File: src/hdl/aw_mux_pkg.sv
// AW mux and ID remap definitions
`default_nettype none

package aw_mux_pkg;

  ////////////////////////////////////////////////////////////
  // Widths
  ////////////////////////////////////////////////////////////

  localparam int unsigned num_ports      = 4;
  localparam int unsigned port_idx_width = 2;  // Must cover num_ports
  localparam int unsigned addr_width     = 32;
  localparam int unsigned slv_id_width   = 4;  // ID at manager ports
  localparam int unsigned mux_id_width   = slv_id_width + port_idx_width;
  localparam int unsigned mst_id_width   = 4;  // Narrow downstream ID

  // AXI write response codes
  typedef enum logic [1:0] {
    OKAY   = 2'b00,
    EXOKAY = 2'b01,
    SLVERR = 2'b10,
    DECERR = 2'b11
  } resp_e;

  ////////////////////////////////////////////////////////////
  // Channel structs
  ////////////////////////////////////////////////////////////

  typedef struct packed {
    logic [slv_id_width-1:0] id;
    logic [addr_width-1:0]   addr;
  } slv_aw_t;

  typedef struct packed {
    logic [mux_id_width-1:0] id;  // Port index in the top bits
    logic [addr_width-1:0]   addr;
  } mux_aw_t;

  typedef struct packed {
    logic [mst_id_width-1:0] id;
    logic [addr_width-1:0]   addr;
  } mst_aw_t;

  typedef struct packed {
    logic [slv_id_width-1:0] id;
    resp_e                   resp;
  } slv_b_t;

  typedef struct packed {
    logic [mux_id_width-1:0] id;
    resp_e                   resp;
  } mux_b_t;

  typedef struct packed {
    logic [mst_id_width-1:0] id;
    resp_e                   resp;
  } mst_b_t;

endpackage

`default_nettype wire

File: src/hdl/aw_mux_remap.sv
// AW multiplexer with ID remapping
`timescale 1ns/100ps
`default_nettype none

module aw_mux_remap #(
  parameter int unsigned max_uniq_ids    = 4,  // At most 2**mst_id_width
  parameter int unsigned max_txns_per_id = 3
) (
  input  wire logic                                        periph_clk,
  input  wire logic                                        arst_n_i,
  input  aw_mux_pkg::slv_aw_t [aw_mux_pkg::num_ports-1:0] slv_aw_i,
  input  wire logic [aw_mux_pkg::num_ports-1:0]            slv_aw_valid_i,
  output logic [aw_mux_pkg::num_ports-1:0]                 slv_aw_ready_o,
  output aw_mux_pkg::slv_b_t [aw_mux_pkg::num_ports-1:0]  slv_b_o,
  output logic [aw_mux_pkg::num_ports-1:0]                 slv_b_valid_o,
  input  wire logic [aw_mux_pkg::num_ports-1:0]            slv_b_ready_i,
  output aw_mux_pkg::mst_aw_t                              mst_aw_o,
  output logic                                             mst_aw_valid_o,
  input  wire logic                                        mst_aw_ready_i,
  input  aw_mux_pkg::mst_b_t                               mst_b_i,
  input  wire logic                                        mst_b_valid_i,
  output logic                                             mst_b_ready_o
);

  ////////////////////////////////////////////////////////////
  // Inter-stage channels
  ////////////////////////////////////////////////////////////

  aw_mux_pkg::mux_aw_t mux_aw;
  logic                mux_aw_valid;
  logic                mux_aw_ready;
  aw_mux_pkg::mux_b_t  mux_b;
  logic                mux_b_valid;
  logic                mux_b_ready;
  aw_mux_pkg::mst_aw_t rmp_aw;      // Remapped, before spill
  logic                rmp_aw_valid;
  logic                rmp_aw_ready;

  aw_mux_stage mux_stage_i (
    .periph_clk     ( periph_clk     ),
    .arst_n_i       ( arst_n_i       ),
    .slv_aw_i       ( slv_aw_i       ),
    .slv_aw_valid_i ( slv_aw_valid_i ),
    .slv_aw_ready_o ( slv_aw_ready_o ),
    .mux_aw_o       ( mux_aw         ),
    .mux_aw_valid_o ( mux_aw_valid   ),
    .mux_aw_ready_i ( mux_aw_ready   ),
    .mux_b_i        ( mux_b          ),
    .mux_b_valid_i  ( mux_b_valid    ),
    .mux_b_ready_o  ( mux_b_ready    ),
    .slv_b_o        ( slv_b_o        ),
    .slv_b_valid_o  ( slv_b_valid_o  ),
    .slv_b_ready_i  ( slv_b_ready_i  )
  );

  id_remap_stage #(
    .max_uniq_ids    ( max_uniq_ids    ),
    .max_txns_per_id ( max_txns_per_id )
  ) remap_stage_i (
    .periph_clk     ( periph_clk     ),
    .arst_n_i       ( arst_n_i       ),
    .mux_aw_i       ( mux_aw         ),
    .mux_aw_valid_i ( mux_aw_valid   ),
    .mux_aw_ready_o ( mux_aw_ready   ),
    .mst_aw_o       ( rmp_aw         ),
    .mst_aw_valid_o ( rmp_aw_valid   ),
    .mst_aw_ready_i ( rmp_aw_ready   ),
    .mst_b_i        ( mst_b_i        ),
    .mst_b_valid_i  ( mst_b_valid_i  ),
    .mst_b_ready_o  ( mst_b_ready_o  ),
    .mux_b_o        ( mux_b          ),
    .mux_b_valid_o  ( mux_b_valid    ),
    .mux_b_ready_i  ( mux_b_ready    )
  );

  aw_spill_stage spill_stage_i (
    .periph_clk  ( periph_clk     ),
    .arst_n_i    ( arst_n_i       ),
    .in_aw_i     ( rmp_aw         ),
    .in_valid_i  ( rmp_aw_valid   ),
    .in_ready_o  ( rmp_aw_ready   ),
    .out_aw_o    ( mst_aw_o       ),
    .out_valid_o ( mst_aw_valid_o ),
    .out_ready_i ( mst_aw_ready_i )
  );

endmodule

`default_nettype wire

File: src/hdl/aw_mux_stage.sv
// Round-robin AW multiplexer
`timescale 1ns/100ps
`default_nettype none

module aw_mux_stage (
  input  wire logic                                            periph_clk,
  input  wire logic                                            arst_n_i,
  // Manager ports, AW
  input  aw_mux_pkg::slv_aw_t [aw_mux_pkg::num_ports-1:0]     slv_aw_i,
  input  wire logic [aw_mux_pkg::num_ports-1:0]                slv_aw_valid_i,
  output logic [aw_mux_pkg::num_ports-1:0]                     slv_aw_ready_o,
  // Merged AW
  output aw_mux_pkg::mux_aw_t                                  mux_aw_o,
  output logic                                                 mux_aw_valid_o,
  input  wire logic                                            mux_aw_ready_i,
  // Merged B
  input  aw_mux_pkg::mux_b_t                                   mux_b_i,
  input  wire logic                                            mux_b_valid_i,
  output logic                                                 mux_b_ready_o,
  // Manager ports, B
  output aw_mux_pkg::slv_b_t [aw_mux_pkg::num_ports-1:0]      slv_b_o,
  output logic [aw_mux_pkg::num_ports-1:0]                     slv_b_valid_o,
  input  wire logic [aw_mux_pkg::num_ports-1:0]                slv_b_ready_i
);

  localparam int unsigned np = aw_mux_pkg::num_ports;
  localparam int unsigned pw = aw_mux_pkg::port_idx_width;

  logic [pw-1:0]       prio_q;    // First port to look at
  logic                valid_q;
  aw_mux_pkg::mux_aw_t aw_q;
  logic                out_free;  // Output register can take an item
  logic                gnt_any;
  logic [pw-1:0]       gnt_idx;
  logic [np-1:0]       gnt_oh;
  logic [pw-1:0]       b_port;

  ////////////////////////////////////////////////////////////
  // Arbitration
  ////////////////////////////////////////////////////////////

  assign out_free = !valid_q || mux_aw_ready_i;

  // Walk the ports starting at the priority pointer
  always_comb begin : rr_search
    logic [pw-1:0] cand;
    gnt_any = 1'b0;
    gnt_idx = prio_q;
    for (int i = 0; i < np; i++) begin
      cand = pw'((int'(prio_q) + i) % np);
      if (!gnt_any && slv_aw_valid_i[cand]) begin
        gnt_any = 1'b1;
        gnt_idx = cand;
      end
    end
  end

  always_comb begin
    gnt_oh          = '0;
    gnt_oh[gnt_idx] = gnt_any;
  end

  assign slv_aw_ready_o = out_free ? gnt_oh : '0;

  // Control state
  always_ff @(posedge periph_clk or negedge arst_n_i) begin
    if (!arst_n_i) begin
      valid_q <= 1'b0;
      prio_q  <= '0;                                      // Port 0 first
    end else if (out_free) begin
      valid_q <= gnt_any;
      if (gnt_any) begin
        prio_q <= pw'((int'(gnt_idx) + 1) % np);          // Skip the winner next time
      end
    end
  end

  // Payload, widened ID
  always_ff @(posedge periph_clk) begin
    if (out_free && gnt_any) begin
      aw_q.id   <= {gnt_idx, slv_aw_i[gnt_idx].id};
      aw_q.addr <= slv_aw_i[gnt_idx].addr;
    end
  end

  assign mux_aw_o       = aw_q;
  assign mux_aw_valid_o = valid_q;

  ////////////////////////////////////////////////////////////
  // B routing
  ////////////////////////////////////////////////////////////

  assign b_port = mux_b_i.id[aw_mux_pkg::mux_id_width-1 -: pw];

  always_comb begin
    for (int p = 0; p < np; p++) begin
      slv_b_o[p].id    = mux_b_i.id[aw_mux_pkg::slv_id_width-1:0];  // Strip port index
      slv_b_o[p].resp  = mux_b_i.resp;
      slv_b_valid_o[p] = mux_b_valid_i && (b_port == pw'(p));
    end
  end

  assign mux_b_ready_o = slv_b_ready_i[b_port];

endmodule

`default_nettype wire

File: src/hdl/aw_spill_stage.sv
// AW output spill register
`timescale 1ns/100ps
`default_nettype none

module aw_spill_stage (
  input  wire logic           periph_clk,
  input  wire logic           arst_n_i,
  input  aw_mux_pkg::mst_aw_t in_aw_i,
  input  wire logic           in_valid_i,
  output logic                in_ready_o,
  output aw_mux_pkg::mst_aw_t out_aw_o,
  output logic                out_valid_o,
  input  wire logic           out_ready_i
);

  aw_mux_pkg::mst_aw_t main_q;
  aw_mux_pkg::mst_aw_t skid_q;
  logic                main_valid_q;
  logic                skid_valid_q;
  logic                main_load;  // Main register empty or draining
  logic                in_fire;

  assign in_ready_o = !skid_valid_q;  // Straight from a flop
  assign in_fire    = in_valid_i && in_ready_o;
  assign main_load  = !main_valid_q || out_ready_i;

  always_ff @(posedge periph_clk or negedge arst_n_i) begin
    if (!arst_n_i) begin
      main_valid_q <= 1'b0;
      skid_valid_q <= 1'b0;
    end else if (main_load) begin
      main_valid_q <= skid_valid_q || in_fire;
      skid_valid_q <= 1'b0;                      // Skid drains first
    end else if (in_fire) begin
      skid_valid_q <= 1'b1;                      // Main stalled, park it
    end
  end

  always_ff @(posedge periph_clk) begin
    if (main_load) begin
      main_q <= skid_valid_q ? skid_q : in_aw_i;
    end
    if (!main_load && in_fire) begin
      skid_q <= in_aw_i;
    end
  end

  assign out_aw_o    = main_q;
  assign out_valid_o = main_valid_q;

endmodule

`default_nettype wire

File: src/hdl/id_remap_stage.sv
// Wide to narrow AXI ID remapper
`timescale 1ns/100ps
`default_nettype none

module id_remap_stage #(
  parameter int unsigned max_uniq_ids    = 4,
  parameter int unsigned max_txns_per_id = 3
) (
  input  wire logic          periph_clk,
  input  wire logic          arst_n_i,
  // Wide side, AW
  input  aw_mux_pkg::mux_aw_t mux_aw_i,
  input  wire logic          mux_aw_valid_i,
  output logic               mux_aw_ready_o,
  // Narrow side, AW
  output aw_mux_pkg::mst_aw_t mst_aw_o,
  output logic               mst_aw_valid_o,
  input  wire logic          mst_aw_ready_i,
  // Narrow side, B
  input  aw_mux_pkg::mst_b_t  mst_b_i,
  input  wire logic          mst_b_valid_i,
  output logic               mst_b_ready_o,
  // Wide side, B
  output aw_mux_pkg::mux_b_t  mux_b_o,
  output logic               mux_b_valid_o,
  input  wire logic          mux_b_ready_i
);

  localparam int unsigned sw = (max_uniq_ids > 1) ? $clog2(max_uniq_ids) : 1;
  localparam int unsigned cw = $clog2(max_txns_per_id + 1);
  localparam logic [cw-1:0] cnt_max = cw'(max_txns_per_id);

  // Slot table
  logic [aw_mux_pkg::mux_id_width-1:0] slot_id_q [max_uniq_ids];
  logic [cw-1:0]                       slot_cnt_q [max_uniq_ids];  // Zero means free

  logic                               hit;
  logic [sw-1:0]                      hit_slot;
  logic                               free_any;
  logic [sw-1:0]                      free_slot;
  logic [sw-1:0]                      sel_slot;
  logic                               slot_ok;
  logic [sw-1:0]                      b_slot;
  logic [max_uniq_ids-1:0]            inc_vec;
  logic [max_uniq_ids-1:0]            dec_vec;
  logic [aw_mux_pkg::mst_id_width-1:0] narrow_id;
  logic                               out_free;
  logic                               aw_fire;
  logic                               b_fire;
  logic                               valid_q;
  aw_mux_pkg::mst_aw_t                aw_q;

  ////////////////////////////////////////////////////////////
  // Slot lookup
  ////////////////////////////////////////////////////////////

  always_comb begin
    hit       = 1'b0;
    hit_slot  = '0;
    free_any  = 1'b0;
    free_slot = '0;
    for (int s = 0; s < max_uniq_ids; s++) begin
      if (!hit && slot_cnt_q[s] != '0 && slot_id_q[s] == mux_aw_i.id) begin
        hit      = 1'b1;
        hit_slot = sw'(s);
      end
    end
    // Downward walk leaves the lowest free slot
    for (int s = max_uniq_ids - 1; s >= 0; s--) begin
      if (slot_cnt_q[s] == '0) begin
        free_any  = 1'b1;
        free_slot = sw'(s);
      end
    end
  end

  assign sel_slot = hit ? hit_slot : free_slot;
  assign slot_ok  = hit ? (slot_cnt_q[hit_slot] < cnt_max) : free_any;

  always_comb begin
    narrow_id           = '0;
    narrow_id[sw-1:0]   = sel_slot;  // Slot index is the narrow ID
  end

  assign out_free       = !valid_q || mst_aw_ready_i;
  assign mux_aw_ready_o = out_free && slot_ok;
  assign aw_fire        = mux_aw_valid_i && mux_aw_ready_o;

  ////////////////////////////////////////////////////////////
  // Response path
  ////////////////////////////////////////////////////////////

  assign b_slot        = mst_b_i.id[sw-1:0];
  assign mux_b_o.id    = slot_id_q[b_slot];
  assign mux_b_o.resp  = mst_b_i.resp;
  assign mux_b_valid_o = mst_b_valid_i;
  assign mst_b_ready_o = mux_b_ready_i;
  assign b_fire        = mst_b_valid_i && mux_b_ready_i;

  always_comb begin
    for (int s = 0; s < max_uniq_ids; s++) begin
      inc_vec[s] = aw_fire && (sel_slot == sw'(s));
      dec_vec[s] = b_fire && (b_slot == sw'(s));
    end
  end

  // Outstanding counts
  always_ff @(posedge periph_clk or negedge arst_n_i) begin
    if (!arst_n_i) begin
      for (int s = 0; s < max_uniq_ids; s++) begin
        slot_cnt_q[s] <= '0;
      end
    end else begin
      for (int s = 0; s < max_uniq_ids; s++) begin
        if (inc_vec[s] && !dec_vec[s]) begin
          slot_cnt_q[s] <= slot_cnt_q[s] + 1'b1;
        end else if (dec_vec[s] && !inc_vec[s]) begin
          slot_cnt_q[s] <= slot_cnt_q[s] - 1'b1;
        end
      end
    end
  end

  // Wide ID only written on allocation
  always_ff @(posedge periph_clk) begin
    if (aw_fire && !hit) begin
      slot_id_q[sel_slot] <= mux_aw_i.id;
    end
  end

  ////////////////////////////////////////////////////////////
  // Output register
  ////////////////////////////////////////////////////////////

  always_ff @(posedge periph_clk or negedge arst_n_i) begin
    if (!arst_n_i) begin
      valid_q <= 1'b0;
    end else if (out_free) begin
      valid_q <= aw_fire;
    end
  end

  always_ff @(posedge periph_clk) begin
    if (aw_fire) begin
      aw_q.id   <= narrow_id;
      aw_q.addr <= mux_aw_i.addr;
    end
  end

  assign mst_aw_o       = aw_q;
  assign mst_aw_valid_o = valid_q;

endmodule

`default_nettype wire

File: config.mk
export PLATFORM = sky130hd
export DESIGN_NAME = aw_mux_remap
export DESIGN_NICKNAME = d
export VERILOG_FILES = /design/src/hdl/aw_mux_pkg.sv /design/src/hdl/aw_mux_remap.sv /design/src/hdl/aw_mux_stage.sv /design/src/hdl/aw_spill_stage.sv /design/src/hdl/id_remap_stage.sv
export SDC_FILE = /design/constraint.sdc
export NUM_CORES = 1
export LEC_CHECK = 0
export BUFFER_PORTS_ARGS = -buffer_cell sky130_fd_sc_hd__buf_2
export CORE_UTILIZATION = 57
export DETAILED_ROUTE_END_ITERATION = 12
export PLACE_DENSITY = 0.86
export SETUP_SLACK_MARGIN = 0.05
export SLEW_MARGIN = 25
export SYNTH_ARGS = -nofsm -noshare
export SYNTH_HDL_FRONTEND = slang
export SYNTH_HIERARCHICAL = 1
export SYNTH_SLANG_ARGS = --single-unit
File: constraint.sdc
create_clock -name periph_clk -period 10 [get_ports periph_clk]
set_clock_uncertainty 0.15 [all_clocks]
set_input_delay 2.5 -clock periph_clk [delete_from_list [all_inputs] [get_ports periph_clk]]
set_output_delay 2.5 -clock periph_clk [all_outputs]
set_load 0.005 [all_outputs]
Word-level counts from Yosys, hierarchy flattened. Memory sizes are Yosys's and may differ from the RTL's. Index checks and enable logic that the tools add are counted. W data, S select, Z words.

Register bits after elaboration: 154. Memory bits (writable): 24. Input bits: 162. Logic and storage cells: 188. Memories: 1.

Add/sub/neg operators: 12. Magnitude comparators: 9. Equal/unequal tests: 13. Multiplexer cells: 55. Bitwise operators: 2. Reduce and logical (&&, ||, !) cells: 79.

Memory list: remap_stage_i.slot_id_q (words 4, width 6, rd ports 5, clocked after Yosys merged registers in 0, write ports 1, RTL line id_remap_stage.sv:34) `logic [aw_mux_pkg::mux_id_width-1:0] slot_id_q [max_uniq_ids];`.

Operator list (count): $bmux W36 S2 (1); $mux W2 (20); $logic_and A1 B1 Y1 (38); $mux W36 (1); $mux W34 (1); $eq A6 B6 Y1 (4); $mux W1 (24); $logic_not A1 Y1 (20); $lt A2 B3 Y1 const B (6); $reduce_bool A2 Y1 (9); $logic_not A2 Y1 (7); $add A2 B1 Y2 const B (6); $eq A2 B2 Y1 const B (6); $bmux W1 S2 (5); $sub A2 B1 Y2 const B (4); $eq A2 B1 Y1 const B (3); $add A2 B2 Y2 const B (2); $and A4 B4 Y4 (1); $bmux W2 S2 (1); $logic_or A1 B1 Y1 (4); $mux W4 (1); $ge A3 B3 Y1 const B (1); $not A2 Y3 (1); $demux W1 S2 (1); other kinds (3) (3).

Logic depth before layout (Yosys ltp). An unclocked memory read counts as a cell.

Word-level depth: 29. Mapped depth: 12. Gate-level depth less buffers: 11.

Hierarchy. Netlist, hierarchy kept.

By module, submodules not included: id_remap_stage (times used 1, cells each 188, area each 2924.1 sq um, seq. area each 1966.9 sq um); aw_spill_stage (times used 1, cells each 120, area each 2710.1 sq um, seq. area each 2212.1 sq um); aw_mux_stage (times used 1, cells each 160, area each 2611.3 sq um, seq. area each 1216.2 sq um).

Worst setup path after synthesis. Ideal clock, no wire load.

Kind: in2out. From: input port slv_aw_valid_i[1] in the netlist's numbering. To: output port slv_aw_ready_o[3] in the netlist's numbering. Data arrival time: 5.190 ns. Data required time: 7.350 ns. Slack: 2.160 ns. Stages: 4. Buffers on the path: 1. Path through: buf_4 -> nor4_1 -> a21oi_1 -> and4_1.

Longest elaborated chain between the ends: 18.

Ends and longest elaborated chain: start, declared (RTL line aw_mux_remap.sv:12) `input wire logic [aw_mux_pkg::num_ports-1:0] slv_aw_valid_i,`; $bmux W1 S2 (RTL line aw_mux_stage.sv:51) `if (!gnt_any && slv_aw_valid_i[cand]) begin`; $mux W1 (implied by the code) (RTL line aw_mux_stage.sv:51); $mux W1 (RTL line aw_mux_stage.sv:51); $logic_not A1 Y1 (RTL line aw_mux_stage.sv:51); $logic_and A1 B1 Y1 (RTL line aw_mux_stage.sv:51); $mux W1 (RTL line aw_mux_stage.sv:51); $logic_not A1 Y1 (RTL line aw_mux_stage.sv:51); $logic_and A1 B1 Y1 (RTL line aw_mux_stage.sv:51); (+2 left out); $logic_and A1 B1 Y1 (RTL line aw_mux_stage.sv:51); $mux W2 (RTL line aw_mux_stage.sv:51); $lt A2 B3 Y1 (implied by the code) or $ge A2 B1 Y1 (tied branches) (RTL line aw_mux_stage.sv:60) `gnt_oh[gnt_idx] = gnt_any;`; $logic_and A1 B1 Y1 (implied by the code) (RTL line aw_mux_stage.sv:60); $mux W1 (implied by the code) (RTL line aw_mux_stage.sv:60); $demux W1 S2; $and A4 B4 Y4 (no line) *; $mux W4 * (RTL line aw_mux_stage.sv:63) `assign slv_aw_ready_o = out_free ? gnt_oh : '0;`; end, declared (RTL line aw_mux_remap.sv:13) `output logic [aw_mux_pkg::num_ports-1:0] slv_aw_ready_o,`.

Every way passes the cells marked *; elsewhere a longest branch is shown, timed or not. The select of a mux whose other input is x is not followed.

Final worst setup path.
From: input port slv_aw_valid_i[3] in the netlist's numbering. To: output port slv_aw_ready_o[3] in the netlist's numbering.

Same word-level chain as after synthesis.

==> impl_metrics.ini <==
[place]
numPlacedInstances = 823
gp_congestion = 0.883
port_buffers = 219
hpwl_mm = 11.8
place_ws_ns = 2.92

[setup_path]
endpoint_kind = output port
critical_path_arrival_ns = 4.46
critPathRequiredTime_ns = 7.35
crit_type = input pin to output port
startpoint_type = input pin
crit_fanout = 41

[die]
die_h_um = 122
start_util_pct = 58.9
dieArea_um2 = 15000
die_x_um = 122
io_pins = 232
core_area_um2 = 14000
std_cell_rows = 43

[layout]
final_cells = 856
drive_above_1_share_pct = 51.9
fillers = 911
syn_to_final_growth_pct = 19.6
fin_nets = 828

[synthesis]
synthCells = 468
synth_top_area_share_pct = 61.2
synthFlopType = edfxtp_1
ys_top_cells_by_area = edfxtp_1 (61%), mux4_2 (12%), dfrtp_1 (4.2%)
yosys.area.top_type = edfxtp_1
synth-async-reset-ratio_pct = 7.69
synth_area_per_cell_um2 = 17.6
ys_types = 53
synth_area_um2 = 8250
synth_edf_count = 168
ys_seq_area_share_pct = 65.4
yosysWarningCount = 6
ys_ff_latch = 182

[detailed_routing]
antenna_left = 0
drc = 0
drt_pass1_iterations = 5
vias = 4838
initialDrtViolationCount = 341
routedWlPerCell_um = 19.4
routed_wl_mm = 16.6
via_per_inst = 5.65

[grt]
grt_pass1_wl_mm = 24.9
antenna_found_initial = 0
grt_max_degree = 42
track_usage_pct = 23.0
overflow = 0
first_global_vias = 4880

[pwr]
power_density_nw_per_um2 = 341
power_leakage_nw = 3.86
finalPower_mw = 3.36
peakVddDrop_uv = 233

[clock_tree]
cts_buffers = 17
cts_sinks = 182
cts_hold_buffers = 0
cts_tree = yes
cts_setup_buffers = 0
cts_resized = 0
cts_max_level = 4
clk_latency_ns = 0.43
cts_root_buffer = clkbuf_16
clk_path_buf_depth = 2
path_clk_slew_ns = 0.07

[worst_hold_path]
hp-class = register to register

[sta]
grt_setup_unrepaired = no
report.final.slew_viol_count = 0
worstMarginPinSlew_ns = 1.03
fin_crit_sh_pct = 71.1
slew_headroom_pct = 30.7
fin_crit_ns = 7.11
timing.fmax_ghz = 0.141
setup_viol = 0
hold_viol = 0
fin_setup_tns_ns = 0
finalWorstSetupSlack_ns = 2.89

[status]
status = complete, no violations

[run]
drv_cap = 0
==> cell usage in the layout (no fill, tap or decap), types with 6 or more instances in the layout <==
| cell | count |
|---|---|
| buf_2 | 219 |
| buf_4 | 6 |
| clkbuf_16 | 17 |
| dfrtp_1 | 13 |
| edfxtp_1 | 168 |
| inv_1 | 6 |
| mux2_2 | 30 |
| mux2_4 | 7 |
| mux4_2 | 43 |
| nand2_1 | 11 |
| nor2_1 | 17 |
| nor4_1 | 9 |
| xnor2_1 | 13 |
| xor2_1 | 23 |
==> metrics by stage <==
| stage | utilization, % | area [um^2] | hold WS [ns] |
|---|---|---|---|
| 2_1_floorplan | - | 8250 | 0.250 |
| 3_3_place_gp | 66.3 | 9270 | 0.251 |
| 3_5_place_dp | 66.3 | 9270 | 0.255 |
| 4_1_cts | 70.4 | 9850 | 0.267 |
| 5_1_grt | 70.5 | 9860 | 0.275 |
| 6_report | 70.5 | 9860 | 0.267 |
==> kinds of logic (layout without fill, tap and decap cells) <==
family	count (synthesis)	after routing	share of synthesized area (%)
other	1	3	0.0455
adders and majority gates	4	4	0.607
AOI/OAI and AO/OA	25	25	2.40
xor gates and xnor gates	36	36	3.82
muxes	80	80	17.1
DFF	182	182	65.4
and+or+nand+nor	82	82	5.69
buffers and inverters	58	264	4.89
==> path summary, 6_finish.rpt <==
kind	from	end	slack, ns	cells past startpoint
worst max-delay path	slv_aw_valid_i[3]	slv_aw_ready_o[3]	2.89	6
worst min-delay path	mux_stage_i/mux_aw_o[10]	remap_stage_i/mst_aw_o[10]	0.27	0
worst max register to register	mux_stage_i/mux_aw_o[36]	mux_stage_i/prio_q[1]	6.18	11
worst min register to register	mux_stage_i/mux_aw_o[10]	remap_stage_i/mst_aw_o[10]	0.27	0
max in group asynchronous	arst_n_i	spill_stage_i/skid_valid_q	7.57	1
min in group asynchronous	arst_n_i	mux_stage_i/prio_q[0]	1.83	1
==> routing by layer <==
metal,global-route usage (%),vias up,routed length (um)
met2,38.9,227,8710
met4,10.9,0,415
met5,0,-,0
met1,27.9,2377,6420
li1,-,2199,-
met3,5.44,35,1030
==> flip-flops by register name, indices dropped and copies added (netlist names) <==
signal / flops
mux_stage_i/mux_aw_valid_o: 1
spill_stage_i/skid_valid_q: 1
mux_stage_i/mux_aw_o: 38
remap_stage_i/mst_aw_valid_o: 1
mux_stage_i/prio_q: 2
remap_stage_i/mst_aw_o: 34
spill_stage_i/skid_q: 36
spill_stage_i/out_aw_o: 36
remap_stage_i/slot_cnt_q: 8
spill_stage_i/out_valid_o: 1
remap_stage_i/slot_id_q: 24
==> cell type report <==
type	count	area (um^2)	area share [%]
clock inverters	13	144	1.46
inverters	7	26.3	0.267
well taps	180	225	2.28
repair buffers	225	1140	11.6
multi-input cells	229	2490	25.3
diodes	1	2.50	0.0254
flip-flops and latches	182	5400	54.7
clock buffers	19	433	4.39
==> cells in the mapped netlist (all sizes together) (6+ instances only) <==
library cell and number:
edfxtp 168, buf 45, mux4 43, mux2 37, xor2 23, nor2 18, dfrtp 14, nand2 13
xnor2 13, nor4 10, inv 7, clkbuf 6, nor3 6
==> worst max-delay path, cell delays in order <==
cell and delay, ns:
buf_2 0.18, and2b_1 0.22, a2111o_1 0.42, nand2_2 0.69, and4_1 0.32, buf_2 0.12
==> report_power, final <==
group	switching, mW	internal [mW]
logic	0.594	0.517
registers	0.220	1.38
clock network	0.274	0.372
(Power assumes the default switching activity.)
